File: src/hdl/ccuPkg.sv
// Sizes are fixed constants; CNT_W must be wide enough to hold ISA_DEPTH itself
`default_nettype none

package ccuPkg;

    // ========================================================
    // Widths and sizes
    // ========================================================
    localparam int ISA_WORD_W = 64;
    localparam int ISA_DEPTH  = 16;
    localparam int PTR_W      = $clog2(ISA_DEPTH);
    localparam int CNT_W      = 5;                 // Counts 0 .. ISA_DEPTH
    localparam int IDX_W      = 16;
    localparam int CHN_W      = 12;
    localparam int MAP_W      = 6;
    localparam int SCALE_W    = 20;
    localparam int ACT_W      = 8;
    localparam int LAYER_W    = 8;

    // Free-slot count of an empty buffer
    localparam logic [CNT_W-1:0] FULL_CNT = CNT_W'(ISA_DEPTH);

    typedef enum logic [2:0] {
        OP_NET  = 3'd0,
        OP_CONV = 3'd1,
        OP_POOL = 3'd2
    } opcodeE;

    // ========================================================
    // Instruction word views, LSB field listed last
    // ========================================================
    typedef struct packed {
        logic [ISA_WORD_W-LAYER_W-4:0]     reserved;
        logic [LAYER_W-1:0]                layerCount;
        opcodeE                            opcode;
    } netWordT;

    // First word of a convolution
    typedef struct packed {
        logic [ISA_WORD_W-IDX_W-2*CHN_W-6:0] reserved;  // Opcode and mode take 5 bits
        logic [1:0]                          mode;
        logic [CHN_W-1:0]                    cho;
        logic [CHN_W-1:0]                    chi;
        logic [IDX_W-1:0]                    nip;
        opcodeE                              opcode;
    } convHeadT;

    // Second word of a convolution, no opcode
    typedef struct packed {
        logic [ISA_WORD_W-SCALE_W-2*ACT_W-1:0] reserved;
        logic [ACT_W-1:0]                      zp;
        logic [ACT_W-1:0]                      shift;
        logic [SCALE_W-1:0]                    scale;
    } convTailT;

    typedef struct packed {
        logic [ISA_WORD_W-MAP_W-IDX_W-CHN_W-4:0] reserved;
        logic [CHN_W-1:0]                        chi;
        logic [IDX_W-1:0]                        nip;
        logic [MAP_W-1:0]                        k;
        opcodeE                                  opcode;
    } poolWordT;

    // One buffer word, read as whichever view its position calls for
    typedef union packed {
        netWordT  net;
        convHeadT convHead;
        convTailT convTail;
        poolWordT pool;
    } isaWordU;

    // ========================================================
    // Engine configuration records
    // ========================================================
    typedef struct packed {
        logic [IDX_W-1:0]   nip;
        logic [CHN_W-1:0]   chi;
        logic [CHN_W-1:0]   cho;
        logic [1:0]         mode;
        logic [SCALE_W-1:0] scale;
        logic [ACT_W-1:0]   shift;
        logic [ACT_W-1:0]   zp;
    } convCfgT;

    typedef struct packed {
        logic [MAP_W-1:0] k;
        logic [IDX_W-1:0] nip;
        logic [CHN_W-1:0] chi;
    } poolCfgT;

    // Decoded instruction, fields foreign to op are zero
    typedef struct packed {
        opcodeE             op;
        logic [LAYER_W-1:0] layerCount;
        convCfgT            conv;
        poolCfgT            pool;
    } decInstrT;

endpackage

`default_nettype wire

File: src/hdl/isaBuffer.sv
// Holds ISA_DEPTH words in total including the output register; new words show after one cycle
`default_nettype none

module isaBuffer (
    input  wire logic                    clk,
    input  wire logic                    rst_n,
    // Host write side
    input  wire ccuPkg::isaWordU         isaWord,
    input  wire logic                    isaValid,
    output logic                         isaReady,
    output logic [ccuPkg::CNT_W-1:0]     freeSlots,
    // Decoder read side
    output ccuPkg::isaWordU              bufWord,
    output logic                         bufValid,
    input  wire logic                    bufReady
);

    ccuPkg::isaWordU            mem [ccuPkg::ISA_DEPTH];
    logic [ccuPkg::PTR_W-1:0]   wrPtr;
    logic [ccuPkg::PTR_W-1:0]   rdPtr;
    logic [ccuPkg::CNT_W-1:0]   memCount;   // Words in memory only
    logic [ccuPkg::CNT_W-1:0]   stored;     // Memory plus output register
    logic                       wrEn;
    logic                       loadOut;

    // ========================================================
    // Occupancy and handshakes
    // ========================================================
    assign stored    = memCount + {{(ccuPkg::CNT_W-1){1'b0}}, bufValid};
    assign isaReady  = (stored != ccuPkg::FULL_CNT);
    assign freeSlots = ccuPkg::FULL_CNT - stored;

    assign wrEn    = isaValid && isaReady;
    // Refill output register when empty or being drained
    assign loadOut = (memCount != '0) && (!bufValid || bufReady);

    // ========================================================
    // Storage
    // ========================================================
    always_ff @(posedge clk) begin
        if (wrEn) begin
            mem[wrPtr] <= isaWord;
        end
    end

    always_ff @(posedge clk) begin
        if (loadOut) begin
            bufWord <= mem[rdPtr];   // Show-ahead word
        end
    end

    always_ff @(posedge clk or negedge rst_n) begin
        if (!rst_n) begin
            wrPtr    <= '0;
            rdPtr    <= '0;
            memCount <= '0;
            bufValid <= 1'b0;
        end else begin
            if (wrEn) begin
                wrPtr <= wrPtr + 1'b1;
            end
            if (loadOut) begin
                rdPtr <= rdPtr + 1'b1;
            end
            case ({wrEn, loadOut})
                2'b10:   memCount <= memCount + 1'b1;
                2'b01:   memCount <= memCount - 1'b1;
                default: memCount <= memCount;
            endcase
            if (loadOut) begin
                bufValid <= 1'b1;
            end else if (bufReady) begin
                bufValid <= 1'b0;    // Drained with nothing behind it
            end
        end
    end

    // ========================================================
    // Checks
    // ========================================================
    // A write never lands on a slot that still holds an unread word
    assert property (@(posedge clk) disable iff (!rst_n)
        wrEn |-> !((wrPtr == rdPtr) && (memCount != '0)))
        else $error("isaBuffer: word written while full");

endmodule

`default_nettype wire

File: src/hdl/isaDecoder.sv
// Words with an unknown opcode in first position are dropped; a conv needs exactly one tail word
`default_nettype none

module isaDecoder (
    input  wire logic                clk,
    input  wire logic                rst_n,
    // From buffer
    input  wire ccuPkg::isaWordU     bufWord,
    input  wire logic                bufValid,
    output logic                     bufReady,
    // To sequencer
    output ccuPkg::decInstrT         dec,
    output logic                     decValid,
    input  wire logic                decReady
);

    logic               waitTail;    // Conv head seen, tail pending
    ccuPkg::convHeadT   headReg;
    ccuPkg::opcodeE     firstOp;
    ccuPkg::decInstrT   decNext;
    logic               bufHs;
    logic               instrDone;

    // ========================================================
    // Word acceptance
    // ========================================================
    // No new words while a record waits for the sequencer
    assign bufReady  = !decValid;
    assign bufHs     = bufValid && bufReady;
    assign firstOp   = bufWord.net.opcode;   // Opcode sits in the same bits in every view
    assign instrDone = bufHs && (waitTail || firstOp == ccuPkg::OP_NET
                                          || firstOp == ccuPkg::OP_POOL);

    // ========================================================
    // Record assembly
    // ========================================================
    always_comb begin
        decNext = '0;
        if (waitTail) begin
            decNext.op         = ccuPkg::OP_CONV;
            decNext.conv.nip   = headReg.nip;
            decNext.conv.chi   = headReg.chi;
            decNext.conv.cho   = headReg.cho;
            decNext.conv.mode  = headReg.mode;
            decNext.conv.scale = bufWord.convTail.scale;
            decNext.conv.shift = bufWord.convTail.shift;
            decNext.conv.zp    = bufWord.convTail.zp;
        end else begin
            decNext.op = firstOp;
            case (firstOp)
                ccuPkg::OP_NET: begin
                    decNext.layerCount = bufWord.net.layerCount;
                end
                ccuPkg::OP_POOL: begin
                    decNext.pool.k   = bufWord.pool.k;
                    decNext.pool.nip = bufWord.pool.nip;
                    decNext.pool.chi = bufWord.pool.chi;
                end
                default: ;   // Conv head goes to headReg
            endcase
        end
    end

    always_ff @(posedge clk) begin
        if (bufHs && !waitTail && firstOp == ccuPkg::OP_CONV) begin
            headReg <= bufWord.convHead;
        end
        if (instrDone) begin
            dec <= decNext;
        end
    end

    always_ff @(posedge clk or negedge rst_n) begin
        if (!rst_n) begin
            waitTail <= 1'b0;
            decValid <= 1'b0;
        end else begin
            if (bufHs && !waitTail && firstOp == ccuPkg::OP_CONV) begin
                waitTail <= 1'b1;
            end else if (bufHs && waitTail) begin
                waitTail <= 1'b0;
            end
            if (instrDone) begin
                decValid <= 1'b1;
            end else if (decReady) begin
                decValid <= 1'b0;    // Handshake done
            end
        end
    end

    // ========================================================
    // Checks
    // ========================================================
    // Host stream must start each instruction with a known opcode
    assert property (@(posedge clk) disable iff (!rst_n)
        (bufHs && !waitTail) |->
            (firstOp inside {ccuPkg::OP_NET, ccuPkg::OP_CONV, ccuPkg::OP_POOL}))
        else $error("isaDecoder: illegal opcode %0d in first word", firstOp);

endmodule

`default_nettype wire

File: src/hdl/layerSequencer.sv
// One network per start pulse; expects one NET header followed by layerCount conv/pool records
`default_nettype none

module layerSequencer (
    input  wire logic                clk,
    input  wire logic                rst_n,
    input  wire logic                start,
    // From decoder
    input  wire ccuPkg::decInstrT    dec,
    input  wire logic                decValid,
    output logic                     decReady,
    // Convolution engine
    output ccuPkg::convCfgT          convCfg,
    output logic                     convCfgValid,
    input  wire logic                convCfgReady,
    // Pooling engine
    output ccuPkg::poolCfgT          poolCfg,
    output logic                     poolCfgValid,
    input  wire logic                poolCfgReady,
    output logic                     netDone,
    output logic                     engineRst
);

    typedef enum logic [1:0] {
        S_IDLE,
        S_HEAD,
        S_LAYER,
        S_DONE
    } stateE;

    stateE                        state;
    stateE                        stateNext;
    logic [ccuPkg::LAYER_W-1:0]   layerCount;
    logic [ccuPkg::LAYER_W-1:0]   issued;       // Layer records taken so far
    logic                         decHs;
    logic                         layerTake;
    logic                         allIssued;
    logic                         cfgPending;   // Some valid still high after this edge

    // ========================================================
    // Status
    // ========================================================
    assign allIssued  = (issued == layerCount);
    assign cfgPending = (convCfgValid && !convCfgReady) || (poolCfgValid && !poolCfgReady);

    assign decReady  = (state == S_HEAD)
                    || (state == S_LAYER && !convCfgValid && !poolCfgValid && !allIssued);
    assign decHs     = decValid && decReady;
    assign layerTake = decHs && (state == S_LAYER);

    assign netDone   = (state == S_DONE);
    assign engineRst = (state == S_IDLE);

    // ========================================================
    // FSM
    // ========================================================
    always_comb begin
        stateNext = state;
        case (state)
            S_IDLE:  if (start) stateNext = S_HEAD;
            S_HEAD:  if (decHs) stateNext = (dec.layerCount == '0) ? S_DONE : S_LAYER;
            S_LAYER: if (allIssued && !cfgPending) stateNext = S_DONE;
            S_DONE:  stateNext = S_IDLE;
            default: stateNext = S_IDLE;
        endcase
    end

    always_ff @(posedge clk or negedge rst_n) begin
        if (!rst_n) begin
            state        <= S_IDLE;
            layerCount   <= '0;
            issued       <= '0;
            convCfgValid <= 1'b0;
            poolCfgValid <= 1'b0;
        end else begin
            state <= stateNext;
            if (decHs && state == S_HEAD) begin
                layerCount <= dec.layerCount;
                issued     <= '0;
            end else if (layerTake) begin
                issued <= issued + 1'b1;
            end
            if (convCfgValid && convCfgReady) begin
                convCfgValid <= 1'b0;
            end else if (layerTake && dec.op == ccuPkg::OP_CONV) begin
                convCfgValid <= 1'b1;
            end
            if (poolCfgValid && poolCfgReady) begin
                poolCfgValid <= 1'b0;
            end else if (layerTake && dec.op == ccuPkg::OP_POOL) begin
                poolCfgValid <= 1'b1;
            end
        end
    end

    // Engine config registers
    always_ff @(posedge clk) begin
        if (layerTake && dec.op == ccuPkg::OP_CONV) convCfg <= dec.conv;
        if (layerTake && dec.op == ccuPkg::OP_POOL) poolCfg <= dec.pool;
    end

    // ========================================================
    // Checks
    // ========================================================
    assert property (@(posedge clk) disable iff (!rst_n)
        (state == S_HEAD && decValid) |-> (dec.op == ccuPkg::OP_NET))
        else $error("layerSequencer: header expected, got opcode %0d", dec.op);

    // Next network's header may already wait once all layers are taken
    assert property (@(posedge clk) disable iff (!rst_n)
        (state == S_LAYER && decValid && !allIssued) |-> (dec.op != ccuPkg::OP_NET))
        else $error("layerSequencer: network header inside layer list");

    // Held config must not move before the engine takes it
    assert property (@(posedge clk) disable iff (!rst_n)
        (convCfgValid && !convCfgReady) |=> (convCfgValid && $stable(convCfg)))
        else $error("layerSequencer: conv config changed while pending");

    assert property (@(posedge clk) disable iff (!rst_n)
        (poolCfgValid && !poolCfgReady) |=> (poolCfgValid && $stable(poolCfg)))
        else $error("layerSequencer: pool config changed while pending");

endmodule

`default_nettype wire

File: src/hdl/ccuTop.sv
// Instructions must be written in network order; engines stay in reset while no network runs
`default_nettype none

module ccuTop (
    input  wire logic                    clk,
    input  wire logic                    rst_n,
    input  wire logic                    start,
    // Host instruction port
    input  wire ccuPkg::isaWordU         isaWord,
    input  wire logic                    isaValid,
    output logic                         isaReady,
    output logic [ccuPkg::CNT_W-1:0]     freeSlots,
    // Engine configuration ports
    output ccuPkg::convCfgT              convCfg,
    output logic                         convCfgValid,
    input  wire logic                    convCfgReady,
    output ccuPkg::poolCfgT              poolCfg,
    output logic                         poolCfgValid,
    input  wire logic                    poolCfgReady,
    output logic                         netDone,
    output logic                         engineRst
);

    // ========================================================
    // Internal links
    // ========================================================
    ccuPkg::isaWordU    bufWord;
    logic               bufValid;
    logic               bufReady;
    ccuPkg::decInstrT   dec;
    logic               decValid;
    logic               decReady;

    isaBuffer i_isaBuffer (
        .clk       (clk),
        .rst_n     (rst_n),
        .isaWord   (isaWord),
        .isaValid  (isaValid),
        .isaReady  (isaReady),
        .freeSlots (freeSlots),
        .bufWord   (bufWord),
        .bufValid  (bufValid),
        .bufReady  (bufReady)
    );

    isaDecoder i_isaDecoder (
        .clk      (clk),
        .rst_n    (rst_n),
        .bufWord  (bufWord),
        .bufValid (bufValid),
        .bufReady (bufReady),
        .dec      (dec),
        .decValid (decValid),
        .decReady (decReady)
    );

    layerSequencer i_layerSequencer (
        .clk          (clk),
        .rst_n        (rst_n),
        .start        (start),
        .dec          (dec),
        .decValid     (decValid),
        .decReady     (decReady),
        .convCfg      (convCfg),
        .convCfgValid (convCfgValid),
        .convCfgReady (convCfgReady),
        .poolCfg      (poolCfg),
        .poolCfgValid (poolCfgValid),
        .poolCfgReady (poolCfgReady),
        .netDone      (netDone),
        .engineRst    (engineRst)
    );

endmodule

`default_nettype wire

File: config.mk
export PLATFORM = sky130hd
export DESIGN_NAME = ccuTop
export DESIGN_NICKNAME = d
export VERILOG_FILES = /design/src/hdl/ccuPkg.sv /design/src/hdl/isaBuffer.sv /design/src/hdl/isaDecoder.sv /design/src/hdl/layerSequencer.sv /design/src/hdl/ccuTop.sv
export SDC_FILE = /design/constraint.sdc
export NUM_CORES = 1
export LEC_CHECK = 0
export BUFFER_PORTS_ARGS = -buffer_cell sky130_fd_sc_hd__buf_2
export CORE_UTILIZATION = 55
export DETAILED_ROUTE_END_ITERATION = 10
export PLACE_DENSITY = 0.75
export REMOVE_ABC_BUFFERS = 1
export SYNTH_ARGS = -nofsm -noshare
export SYNTH_HDL_FRONTEND = slang
export SYNTH_SLANG_ARGS = --single-unit
File: constraint.sdc
create_clock -name clk -period 21.1 [get_ports clk]
set_clock_uncertainty 0.05 [all_clocks]
set_input_delay 4.22 -clock clk [delete_from_list [all_inputs] [get_ports clk]]
set_output_delay 4.22 -clock clk [all_outputs]
set_load 0.005 [all_outputs]
==> results.cfg <==
[setup_path]
cpPeakStageDelay_ps = 440
crit_slowest_cell = dfrtp_1
worstPathCellList = ha_1 -> ha_1 -> nand3_1 -> o21a_1 -> o22ai_1 -> and2_1 -> ha_1 -> buf_2
crit_fanout = 6
worstSetupPathType = reg -> out
crit_buf_inv = 1
cp_common_cell = ha_1
arrival_ps = 2460
cp_data_required_time_ps = 16830
crit_family = adder cells
critPathLaunchType = flop
end_kind = primary output

[routing]
antenna_left = 0
drtPass1Iterations = 5
wl_um = 78700
wl_per_cell_um = 26.5
drtIter0Drc = 1755
avgViaCountPerCell = 5.89
route.vias.total = 17479
drc_errors = 0

[clock_tree]
cts_resized = 0
ctsHtreeMaxLevel = 3
post-cts-setup-buffers = 0
cts_tree = built
cts_root_buf = clkbuf_16
path_clk_slew_ps = 60
cts_sinks = 1078
hold_buffers = 0
clk_latency_ps = 660
clockBufferDepth = 3
numCtsBuffers = 104

[sta]
layout_worst_path_cycle_share_pct = 31.9
timing.fmax_ghz = 0.149
slew_viol_final = 0
finalHoldViolCount = 0
min_period_ps = 6730
tightest_slew_ps = 1140
rsz0062_at_grt = no
tns_ps = 0
setup_violations = 0
slew_headroom_pct = 24.0

[grt]
grt_overflow_total = 0
grt_first_pass_wirelength_um = 116000
grt_start_max_net_pins = 83
grt_pass1_vias = 18115
track_usage_pct = 21.5
antenna_found_initial = 12

[yosys]
synth-xor-area-share_pct = 0.546
yosys.area_share.simple_pct = 3.30
synth_compound_area_share_pct = 0.662
muxShareOfSynthArea_pct = 13.5
synth_enable_flop_cells = 1042
yosysSeqAreaShare_pct = 80.3
syn_avg_cell_area_um2 = 23.6
synth_top_family_by_area = multiplexers
async_flop_share_pct = 3.34
ys.flop_type = edfxtp_1
yosys_warnings = 0
synth_fa_ha_area_share_pct = 0.531
synthesis.area_mm2 = 0.0401
synth_cell_type_count = 47
synthCells = 1701
synth-seq-cells = 1078

[layout]
synthToLayoutAreaGrowth_pct = 13.6
layout_commonest_cell = edfxtp_1
final-seq-area_mm2 = 0.0322
n_fill_cell = 4699
fin_nets = 2009
layout_common_cells = edfxtp_1 (1042), buf_2 (172), mux4_2 (169)
multiInputGateArea_mm2 = 0.00753
drive_above_1_share_pct = 28.1
utilization_pct = 63.4

[power]
p_leak_uw = 0.0151
irDropWorstVdd_uv = 104
power_per_cell_area_mw_per_mm2 = 137

[run_status]
status = completed

[run]
maxCapViolCount = 0

[min_path]
hold_class = reg -> reg

[floorplan]
start_util_pct = 55.8
fp.dieArea_mm2 = 0.0740
die_y_um = 272
core-area_mm2 = 0.0719
chipWidth_um = 272
rows = 98
num_io_pins = 192

[place]
routabilityCongestion = 0.752
place.port_buffers = 172
hpwl_um = 37800
## path summary, 6_finish.rpt
path | start | end | slack, ps | depth (start not counted)
max in group asynchronous | rst_n | i_isaBuffer.rdPtr[0] | 16750 | 1
setup / recovery | i_isaBuffer.bufValid | freeSlots[4] | 14370 | 8
min in group asynchronous | rst_n | i_isaBuffer.wrPtr[0] | 3630 | 1
hold reg to reg | i_isaDecoder.dec[50] | i_layerSequencer.convCfg[16] | 360 | 0
setup reg to reg | i_isaBuffer.rdPtr[0] | i_isaBuffer.bufWord[35] | 16880 | 4
hold / removal | i_isaDecoder.dec[50] | i_layerSequencer.convCfg[16] | 360 | 0
## registers in the layout, summed over array words and instances, names as in the netlist, 4 cells and up
signal,cells
i_isaBuffer.mem,720
i_isaDecoder.dec,123
i_layerSequencer.convCfg,78
i_isaBuffer.bufWord,45
i_isaDecoder.headReg,42
i_layerSequencer.poolCfg,34
i_layerSequencer.issued,8
i_layerSequencer.layerCount,8
i_isaBuffer.memCount,5
i_isaBuffer.rdPtr,4
i_isaBuffer.wrPtr,4
## through the flow
stage	worst slack, ps	cell area, um^2	cells	total power [uW]	hold slack, ps
floorplan	12870	39700	1629	4060	350
global placement	14420	41900	2766	4290	353
detailed placement	14300	41900	2766	4360	355
CTS	14360	45500	2961	6280	364
global route	14250	45500	2966	6460	370
finish	14370	45500	2970	6220	364
## cells in the mapped netlist, types with 3 or more instances
cell	instances	area share (%)
buf_6	11	0.31
buf_4	10	0.19
clkbuf_1	39	0.37
dfrtp_1	36	2.2
inv_1	12	0.11
buf_2	5	0.062
edfxtp_1	1042	78
nand3_1	8	0.10
o211ai_1	3	0.056
nand2b_1	3	0.047
mux2i_1	3	0.075
nor2_1	8	0.075
a21o_1	3	0.056
a21oi_1	4	0.050
and3_1	3	0.047
ha_1	17	0.53
buf_1	7	0.066
nor4_1	4	0.062
xnor2_1	9	0.20
mux2_2	11	0.31
o21bai_1	4	0.075
nor3_1	8	0.10
nor3b_1	7	0.13
nor2b_1	9	0.14
mux4_1	56	3.7
o21ai_0	11	0.14
nand2_1	15	0.14
xor2_1	16	0.35
mux4_2	169	9.5
nand4_1	4	0.062
and2_1	142	2.2
## per-layer routing
metal / track usage, % / part of all wire (%) / routed length, um
met1: 28.5 / 39 / 31000
met2: 36.4 / 52 / 40600
met3: 3.92 / 6.7 / 5250
met4: 7.14 / 2.3 / 1800
met5: 0 / 0.053 / 42
## kinds of logic (layout without fill, tap and decap cells)
group | after synthesis | count (layout)
and+or+nand+nor | 219 | 219
other | 0 | 9
buffers and inverters | 84 | 394
xor gates and xnor gates | 25 | 25
DFF | 1078 | 1078
adders and majority gates | 17 | 17
AOI/OAI and AO/OA | 39 | 39
muxes | 239 | 239
## final cells by class
cell class / count / share of cell area [%]
repair buffers: 187 / 2.14
clock inverters: 73 / 1.82
diodes: 9 / 0.0495
inverters: 12 / 0.0989
multi-input cells: 539 / 16.5
well taps: 950 / 2.61
clock buffers: 122 / 6.03
flip-flops and latches: 1078 / 70.7
## power by group
group / switching [uW] / total (uW) / internal [uW]
combinational: 668 / 1280 / 611
sequential: 208 / 3020 / 2820
clock: 799 / 1920 / 1120
Power figures use the tool's default switching activity.
